===== src/hdl/regfile_pkg.sv =====
`default_nettype none

package regfile_pkg;

  // Architectural widths.
  typedef logic [31:0] xlen_t;      // Data word, pc and CSR value.
  typedef logic [4:0]  reg_idx_t;   // Wide enough for RV32I. RV32E uses 16 of 32.
  typedef logic [11:0] csr_addr_t;

  // Machine-mode CSR addresses.
  localparam csr_addr_t CSR_MSTATUS   = 12'h300;
  localparam csr_addr_t CSR_MTVEC     = 12'h305;
  localparam csr_addr_t CSR_MEPC      = 12'h341;
  localparam csr_addr_t CSR_MCAUSE    = 12'h342;
  localparam csr_addr_t CSR_MVENDORID = 12'hF11;
  localparam csr_addr_t CSR_MARCHID   = 12'hF12;

  // Field positions inside mstatus.
  localparam int MSTATUS_MIE    = 3;
  localparam int MSTATUS_MPIE   = 7;
  localparam int MSTATUS_MPP_LO = 11;
  localparam int MSTATUS_MPP_HI = 12;

  localparam xlen_t MSTATUS_RESET = 32'h0000_1800;  // MPP holds machine mode.
  localparam xlen_t CAUSE_ECALL_M = 32'd11;         // Environment call from M-mode.

  // Source operands requested by decode.
  typedef struct packed {
    reg_idx_t  rs1;
    reg_idx_t  rs2;
    csr_addr_t csr_addr;
  } read_req_t;

  // Operand values returned to decode.
  typedef struct packed {
    xlen_t src1;
    xlen_t src2;
    xlen_t csr_data;
  } read_rsp_t;

  // One retiring instruction from writeback.
  typedef struct packed {
    xlen_t     pc;         // Saved into mepc on ecall.
    reg_idx_t  rd;
    logic      gpr_wen;
    xlen_t     gpr_wdata;
    logic      csr_wen;
    csr_addr_t csr_waddr;
    xlen_t     csr_wdata;
    logic      ecall;
    logic      mret;
  } wb_req_t;

endpackage

`default_nettype wire


===== src/hdl/gpr_bank.sv =====
`default_nettype none

module gpr_bank #(
  parameter int NUM_GPR = 16
) (
  input  logic                  clk,
  input  logic                  rst_n,
  input  regfile_pkg::reg_idx_t rs1,
  input  regfile_pkg::reg_idx_t rs2,
  input  regfile_pkg::reg_idx_t rd,
  input  logic                  wen,
  input  regfile_pkg::xlen_t    wdata,
  output regfile_pkg::xlen_t    src1,
  output regfile_pkg::xlen_t    src2
);
  import regfile_pkg::*;

  // Register zero has no storage.
  xlen_t              gpr_q [1:NUM_GPR-1];
  logic               rd_nonzero;
  logic               rd_in_range;
  logic               wr_ok;
  logic [NUM_GPR-1:1] wr_sel;

  assign rd_nonzero  = (rd != '0);
  assign rd_in_range = (32'(rd) < NUM_GPR);
  assign wr_ok       = wen && rd_nonzero && rd_in_range;

  // One-hot select of the register being written.
  always_comb begin
    for (int i = 1; i < NUM_GPR; i++) begin
      wr_sel[i] = wr_ok && (rd == reg_idx_t'(i));
    end
  end

  always_ff @(posedge clk) begin
    if (!rst_n) begin
      for (int i = 1; i < NUM_GPR; i++) begin
        gpr_q[i] <= '0;
      end
    end else begin
      for (int i = 1; i < NUM_GPR; i++) begin
        if (wr_sel[i]) begin
          gpr_q[i] <= wdata;
        end
      end
    end
  end

  // x0 and indices past the bank read as zero.
  function automatic xlen_t read_gpr(input reg_idx_t idx);
    xlen_t val;
    val = '0;
    if ((idx != '0) && (32'(idx) < NUM_GPR)) begin
      val = gpr_q[idx];
    end
    return val;
  endfunction

  // No bypass. A same-cycle write shows up next cycle.
  always_comb begin
    src1 = read_gpr(rs1);
    src2 = read_gpr(rs2);
  end

endmodule

`default_nettype wire


===== src/hdl/csr_unit.sv =====
`default_nettype none

module csr_unit #(
  parameter regfile_pkg::xlen_t VENDOR_ID = 32'h7973_7978,
  parameter regfile_pkg::xlen_t ARCH_ID   = 32'h017D_C685
) (
  input  logic                   clk,
  input  logic                   rst_n,
  input  logic                   wb_valid,
  input  regfile_pkg::wb_req_t   wb,
  input  regfile_pkg::csr_addr_t csr_addr,
  output regfile_pkg::xlen_t     csr_data
);
  import regfile_pkg::*;

  xlen_t mstatus_q;
  xlen_t mtvec_q;
  xlen_t mepc_q;
  xlen_t mcause_q;

  logic  trap_entry;
  logic  trap_return;
  logic  csr_write;
  logic  wr_mstatus;
  logic  wr_mtvec;
  logic  wr_mepc;
  logic  wr_mcause;

  xlen_t mstatus_ret;
  xlen_t mstatus_d;
  xlen_t mepc_d;
  xlen_t mcause_d;

  // Priority is ecall, then mret, then a plain CSR write.
  assign trap_entry  = wb_valid && wb.ecall;
  assign trap_return = wb_valid && wb.mret && !wb.ecall;
  assign csr_write   = wb_valid && wb.csr_wen && !wb.ecall && !wb.mret;

  // Write address decode.
  always_comb begin
    wr_mstatus = 1'b0;
    wr_mtvec   = 1'b0;
    wr_mepc    = 1'b0;
    wr_mcause  = 1'b0;
    if (csr_write) begin
      case (wb.csr_waddr)
        CSR_MSTATUS: wr_mstatus = 1'b1;
        CSR_MTVEC:   wr_mtvec   = 1'b1;
        CSR_MEPC:    wr_mepc    = 1'b1;
        CSR_MCAUSE:  wr_mcause  = 1'b1;
        default:     ;  // mvendorid, marchid and unknown addresses drop the write
      endcase
    end
  end

  // mret restores MIE from MPIE and returns MPP to user.
  always_comb begin
    mstatus_ret = mstatus_q;
    mstatus_ret[MSTATUS_MIE] = mstatus_q[MSTATUS_MPIE];
    mstatus_ret[MSTATUS_MPIE] = 1'b1;
    mstatus_ret[MSTATUS_MPP_HI:MSTATUS_MPP_LO] = 2'b00;
  end

  always_comb begin
    if (trap_entry) begin
      mstatus_d = MSTATUS_RESET;
    end else if (trap_return) begin
      mstatus_d = mstatus_ret;
    end else if (wr_mstatus) begin
      mstatus_d = wb.csr_wdata;
    end else begin
      mstatus_d = mstatus_q;
    end
  end

  always_comb begin
    if (trap_entry) begin
      mepc_d = wb.pc;  // Pc of the ecall itself.
    end else if (wr_mepc) begin
      mepc_d = wb.csr_wdata;
    end else begin
      mepc_d = mepc_q;
    end
  end

  always_comb begin
    if (trap_entry) begin
      mcause_d = CAUSE_ECALL_M;
    end else if (wr_mcause) begin
      mcause_d = wb.csr_wdata;
    end else begin
      mcause_d = mcause_q;
    end
  end

  always_ff @(posedge clk) begin
    if (!rst_n) begin
      mstatus_q <= MSTATUS_RESET;
      mtvec_q   <= '0;
      mepc_q    <= '0;
      mcause_q  <= '0;
    end else begin
      mstatus_q <= mstatus_d;
      mepc_q    <= mepc_d;
      mcause_q  <= mcause_d;
      if (wr_mtvec) begin
        mtvec_q <= wb.csr_wdata;
      end
    end
  end

  // Read mux.
  always_comb begin
    case (csr_addr)
      CSR_MSTATUS:   csr_data = mstatus_q;
      CSR_MTVEC:     csr_data = mtvec_q;
      CSR_MEPC:      csr_data = mepc_q;
      CSR_MCAUSE:    csr_data = mcause_q;
      CSR_MVENDORID: csr_data = VENDOR_ID;
      CSR_MARCHID:   csr_data = ARCH_ID;
      default:       csr_data = '0;  // Unimplemented CSR.
    endcase
  end

endmodule

`default_nettype wire


===== src/hdl/arch_state_top.sv =====
`default_nettype none

module arch_state_top #(
  parameter int                 NUM_GPR   = 16,            // 16 for RV32E, 32 for RV32I.
  parameter regfile_pkg::xlen_t VENDOR_ID = 32'h7973_7978,
  parameter regfile_pkg::xlen_t ARCH_ID   = 32'h017D_C685
) (
  input  logic                   clk,
  input  logic                   rst_n,
  input  regfile_pkg::read_req_t rd_req,
  output regfile_pkg::read_rsp_t rd_rsp,
  input  logic                   wb_valid,
  input  regfile_pkg::wb_req_t   wb
);
  import regfile_pkg::*;

  logic  gpr_wen;
  xlen_t gpr_src1;
  xlen_t gpr_src2;
  xlen_t csr_rdata;

  // Single register write enable for the bank.
  assign gpr_wen = wb_valid && wb.gpr_wen;

  gpr_bank #(
    .NUM_GPR (NUM_GPR)
  ) u_gpr_bank (
    .clk   (clk),
    .rst_n (rst_n),
    .rs1   (rd_req.rs1),
    .rs2   (rd_req.rs2),
    .rd    (wb.rd),
    .wen   (gpr_wen),
    .wdata (wb.gpr_wdata),
    .src1  (gpr_src1),
    .src2  (gpr_src2)
  );

  csr_unit #(
    .VENDOR_ID (VENDOR_ID),
    .ARCH_ID   (ARCH_ID)
  ) u_csr_unit (
    .clk      (clk),
    .rst_n    (rst_n),
    .wb_valid (wb_valid),
    .wb       (wb),
    .csr_addr (rd_req.csr_addr),
    .csr_data (csr_rdata)
  );

  // Join the read results for decode.
  always_comb begin
    rd_rsp.src1     = gpr_src1;
    rd_rsp.src2     = gpr_src2;
    rd_rsp.csr_data = csr_rdata;
  end

endmodule

`default_nettype wire


===== config.mk =====
export PLATFORM = sky130hd
export DESIGN_NAME = arch_state_top
export DESIGN_NICKNAME = d
export VERILOG_FILES = /design/src/hdl/regfile_pkg.sv /design/src/hdl/gpr_bank.sv /design/src/hdl/csr_unit.sv /design/src/hdl/arch_state_top.sv
export SDC_FILE = /design/constraint.sdc
export NUM_CORES = 1
export LEC_CHECK = 0
export BUFFER_PORTS_ARGS = -buffer_cell sky130_fd_sc_hd__buf_2
export CELL_PAD_IN_SITES_DETAIL_PLACEMENT = 0
export CELL_PAD_IN_SITES_GLOBAL_PLACEMENT = 1
export CORE_MARGIN = 2
export CORE_UTILIZATION = 25
export CTS_CLUSTER_DIAMETER = 120
export DETAILED_ROUTE_END_ITERATION = 10
export PLACE_DENSITY = 0.57
export RECOVER_POWER = 100
export SLEW_MARGIN = 20
export SYNTH_ARGS = -nofsm -noshare
export SYNTH_HDL_FRONTEND = slang
export SYNTH_SLANG_ARGS = --single-unit

===== constraint.sdc =====
create_clock -name clk -period 7.95 [get_ports clk]
set_clock_uncertainty 0.1 [all_clocks]
set_input_delay 1.1925 -clock clk [delete_from_list [all_inputs] [get_ports clk]]
set_output_delay 1.1925 -clock clk [all_outputs]
set_load 0.005 [all_outputs]

; Yosys cells after proc, flatten, opt, wreduce, memory -nomap -nowiden
; Memory sizes are Yosys's and may differ from the RTL's.
; Index checks and enable logic that the tools add are counted.
; Widths: inputs -> output; s select.
[totals]
ff_bits = 128
ramBits = 480
in_bits = 142
mem_count = 1
[op_classes]
magnitude_cmp = 3
n_eq_ne = 25
muxes = 78
bitwise_logic = 17
reduce_logical = 36
[mem_list]
columns = memory, words, word_bits, read_ports, rd_ports_with_merged_regs, write_ports, line_no
row1 = u_gpr_bank.gpr_q, 15, 32, 2, 0, 15, gpr_bank.sv:19  ; xlen_t gpr_q [1:NUM_GPR-1];
[ops]
columns = operator, count
row1 = $mux 32, 19
row2 = $pmux 32 s6, 1
row3 = $eq 12x10->1 const B, 8
row4 = $mux 1, 54
row5 = $eq 5x4->1 const B, 8
row6 = $logic_and 1x1->1, 26
row7 = $mux 13, 2
row8 = $eq 12x12->1 const B, 2
row9 = $eq 5x3->1 const B, 4
row10 = $lt 5x5->1 const B, 3
row11 = $or 1x1->1, 15
row12 = $reduce_bool 5->1, 3
row13 = $eq 5x2->1 const B, 2
row14 = $mux 4, 2
row15 = $reduce_bool 2->1, 3
row16 = $eq 5x1->1 const B, 1
row17 = $logic_not 1->1, 2
row18 = $not 1->1, 2
row19 = $reduce_and 2->1, 1
row20 = $reduce_or 2->1, 1

; Depth between registers and ports, before layout
[depth]
word_depth = 8
mapped_depth = 8
ltp_nobuf = 4

; By module
; A second synthesis with hierarchy kept.
[unflattened]
hier_cells = 2786
area_unflattened_um2 = 32651.3
[by_module_without_submodules]
columns = module, instances, cells_per_inst, area_per_inst_um2, seq_area_each_um2
row1 = gpr_bank, 1, 2029, 26461.6, 14413.8
row2 = csr_unit, 1, 756, 6183.4, 2562.5
row3 = arch_state_top, 1, 1, 6.3, 0.0

; Least setup slack after synthesis
; Ideal clock, no wire load.
[synth_path]
path_type = input to register
from = input port wb_valid
to = memory u_gpr_bank.gpr_q[6][0] in the netlist's numbering, enable pin
setup_ns = 0.466
t_arrival_ns = 4.134
required_ns = 7.384
slack_ns = 3.251
path_stages = 4
path_buffers = 1
path_cell_list = buf_2 nor4bb_1 nand2_1 o21ai_0
[synth_lines]
columns = element, line_no
row1 = "start, declared", arch_state_top.sv:12  ; input logic wb_valid,
row2 = "end, declared", gpr_bank.sv:19

==> flow_metrics.py <==
metrics = {
    "drt": {
        "vias_per_cell": 5.18,
        "initialDrtViolationCount": 2541,
        "drc_errors": 0,
        "ant_nets": 0,
        "routedWlPerCell_um": 27.1,
        "num_vias": 24400,
        "totalWireLength_um": 128000,
        "firstDrtPassIters": 7,
    },
    "power_and_ir_drop": {
        "pwr-share-clk": 0.435,
        "p_per_area_nw_per_um2": 211,
        "total_power_mw": 7.99,
        "seqPwrFrac": 0.457,
        "power.switching_mw": 2.10,
        "p_leak_nw": 12.3,
        "pwr-share-comb": 0.108,
        "ir_drop_mv": 0.135,
        "p_int_mw": 5.89,
        "sw_frac_of_total": 0.263,
    },
    "global_routing": {
        "grt_start_max_net_pins": 98,
        "grt_overflow": 0,
        "antenna_found_initial": 22,
        "grt_usage": 0.190,
        "grt_pass1_wl_um": 182000,
        "grt_pass1_vias": 24300,
    },
    "yosys": {
        "synth_seq_cells": 608,
        "yosysMostFrequentCell": "and2_1",
        "yosys_warnings": 0,
        "synth-seq-area-share": 0.523,
        "synth_edf_count": 480,
        "async_flop_share": 0,
        "synth_area_leaders": "edfxtp_1 (44%), and2_1 (9.9%), mux4_2 (8.9%)",
        "synth_cell_types": 57,
        "syn_inst": 2799,
        "yosys.area.top_type": "edfxtp_1",
        "synthesis.area_um2": 32500,
        "syn_nets": 2941,
        "post_synth.cell_area_avg_um2": 11.6,
        "yosys-top-cells-count": "and2_1 (515), edfxtp_1 (480), clkbuf_1 (239), mux2i_1 (174), nand3_1 (164)",
        "synth_top_area_frac": 0.444,
        "synth_ff_type": "edfxtp_1",
    },
    "floorplanning": {
        "rows": 132,
        "fp.dieH_um": 364,
        "die-area_um2": 133000,
        "core_area_um2": 129000,
        "die_x_um": 364,
        "boundaryPins": 238,
        "start_util": 0.251,
    },
    "worst_setup_path": {
        "reg2reg_slack_ns": 7.06,
        "critPathRequiredTime_ns": 6.66,
        "end_kind": "primary output",
        "cp_max_fo": 37,
        "cp-start-kind": "input port",
        "critical_path_class": "in2out",
        "arrival_ns": 5.26,
        "regToRegEndpoint": "u_csr_unit.mstatus_q[3]",
        "ff2ff_path_depth": 2,
        "r2r_start": "u_csr_unit.mstatus_q[3]",
    },
    "timing": {
        "worst_slack_ns": 1.40,
        "fin_crit_sh": 0.824,
        "setup_viol": 0,
        "fmax_ghz": 0.153,
        "slew_viol_final": 1175,
        "finalCriticalPeriod_ns": 6.55,
        "fin_hold_ws_ns": 0.371,
        "finalHoldViolCount": 0,
        "slew_headroom": -1.51,
        "rsz0062_at_grt": "no",
        "tns_ns": 0,
        "worstMarginPinSlew_ns": 3.73,
    },
    "cts": {
        "clkLatencyLatePin_ns": 0.67,
        "cts_hold_buf": 0,
        "clock_sinks": 608,
        "post_cts_buffers": 0,
        "cts_root_buf": "clkbuf_16",
        "cts.path.max_buffers": 3,
        "cts_tree": "built",
        "clk_pin_slew_worst_paths_ns": 0.06,
        "ctsHtreeMaxLevel": 3,
        "cts_resized": 0,
        "numCtsBuffers": 76,
    },
    "flow_run": {
        "maxCapViolCount": 40,
    },
    "final_layout": {
        "areaGrowthSynthToFinish_pct": 16.4,
        "nNetsFinal": 3048,
        "layout-drive-gt1-share": 0.163,
        "utilization": 0.293,
    },
    "min_path": {
        "hold_start": "u_csr_unit.mstatus_q[4]",
        "hold_depth": 2,
        "hold_class": "reg2reg",
        "holdPathEnd": "u_csr_unit.mstatus_q[4]",
    },
    "placement": {
        "gp_congestion": 0.804,
        "dp_hpwl_um": 74500,
        "io_buffers": 237,
        "pre_cts_ws_ns": 2.48,
    },
    "status": {
        "outcome": "finished, violations left",
        "violations": "capacitance limit, slew limit",
    },
}
==> flip-flops by register name, indices dropped and copies added (netlist names) <==
name / count
u_gpr_bank.gpr_q: 480
u_csr_unit.mcause_q: 32
u_csr_unit.mepc_q: 32
u_csr_unit.mstatus_q: 32
u_csr_unit.mtvec_q: 32
==> cell families (layout without fill, tap and decap cells) <==
group	count (synthesis)	in the layout	synth area share
other cells	0	8	0
xor+xnor	1	1	0.000270
buf+inv	291	457	0.0363
mux	302	302	0.142
flops	608	608	0.523
simple gates	1002	1002	0.173
compound gates	595	595	0.125
==> metrics by stage <==
step,instance area [µm²],cells
2_1_floorplan,32500,2799
3_3_place_gp,35700,4570
3_5_place_dp,35700,4570
4_1_cts,38200,4707
5_1_grt,37800,4708
6_report,37800,4715
==> per-layer routing <==
metal,up-vias,part of all wire,global-route usage
met5,-,0.00085,0
met3,234,0.071,0.0363
li1,10800,-,-
met2,945,0.49,0.323
met1,12400,0.41,0.243
met4,20,0.029,0.0562
==> worst max path at each step <==
stage	from	to	slack (ns)	depth (start not counted)
detailed placement	rd_req[12]	rd_rsp[45]	2.48	7
CTS	rd_req[12]	rd_rsp[45]	2.49	7
floorplan	wb_valid	u_gpr_bank.gpr_q[6][0]	3.25	4
global route	rd_req[18]	rd_rsp[87]	1.30	8
finish	rd_req[18]	rd_rsp[87]	1.40	8
global placement	rd_req[12]	rd_rsp[45]	2.58	7
==> worst max-delay path: stages <==
cell,delay [ns]
clkbuf_1,1.79
nor3_1,0.16
nor3_2,0.25
buf_4,0.41
nand2_1,0.44
buf_4,0.38
o221ai_1,0.40
clkbuf_1,0.18
==> power by group through the flow <==
stage / clock network, mW / logic, mW / registers [mW]
floorplan: 0 / 0.492 / 3.69
global placement: 0 / 0.883 / 3.70
detailed placement: 0 / 0.881 / 3.71
CTS: 3.55 / 0.883 / 3.64
global route: 3.66 / 0.913 / 3.67
finish: 3.48 / 0.860 / 3.65
==> layout by cell type, fill, tap and decap left out, types with 4 or more instances in the layout <==
cell       count
a21boi_0      32
bufinv_16      6
or3_1          8
clkinv_1      17
a221o_1       15
a311o_1       30
o21ai_4        4
nor3_1        13
clkbuf_16     76
clkbuf_1     125
and2_1       284
a211oi_1      22
o31ai_1        9
mux4_2       128
a21oi_1      113
diode_2        8
edfxtp_1     480
clkbuf_2       4
buf_4         45
nor4_1        34
clkinv_2       9
nand2_1      114
o221ai_1      25
nand3b_1       4
nor2_4        11
nor2b_1       21
nand2b_1       8
dfxtp_1      128
nor2_1        69
a22oi_1      146
nor4_2         4
mux2i_1      174
o2bb2ai_1      5
o21ai_0      118
nand3_1      164
a2111oi_0      9
clkbuf_8       5
o211ai_1      54
and2_0       232
buf_2        154
==> cell type report <==
| class | count | area, µm² |
|---|---|---|
| fillers | 13300 | 91400 |
| flip-flops and latches | 608 | 17000 |
| multi-input cells | 1900 | 14500 |
| well taps | 1742 | 2180 |
| clock buffers | 97 | 2030 |
| repair buffers | 317 | 1620 |
| clock inverters | 40 | 414 |
| diodes | 8 | 20.0 |
| inverters | 3 | 11.3 |
Note: power is estimated with default switching activity, not from simulation.
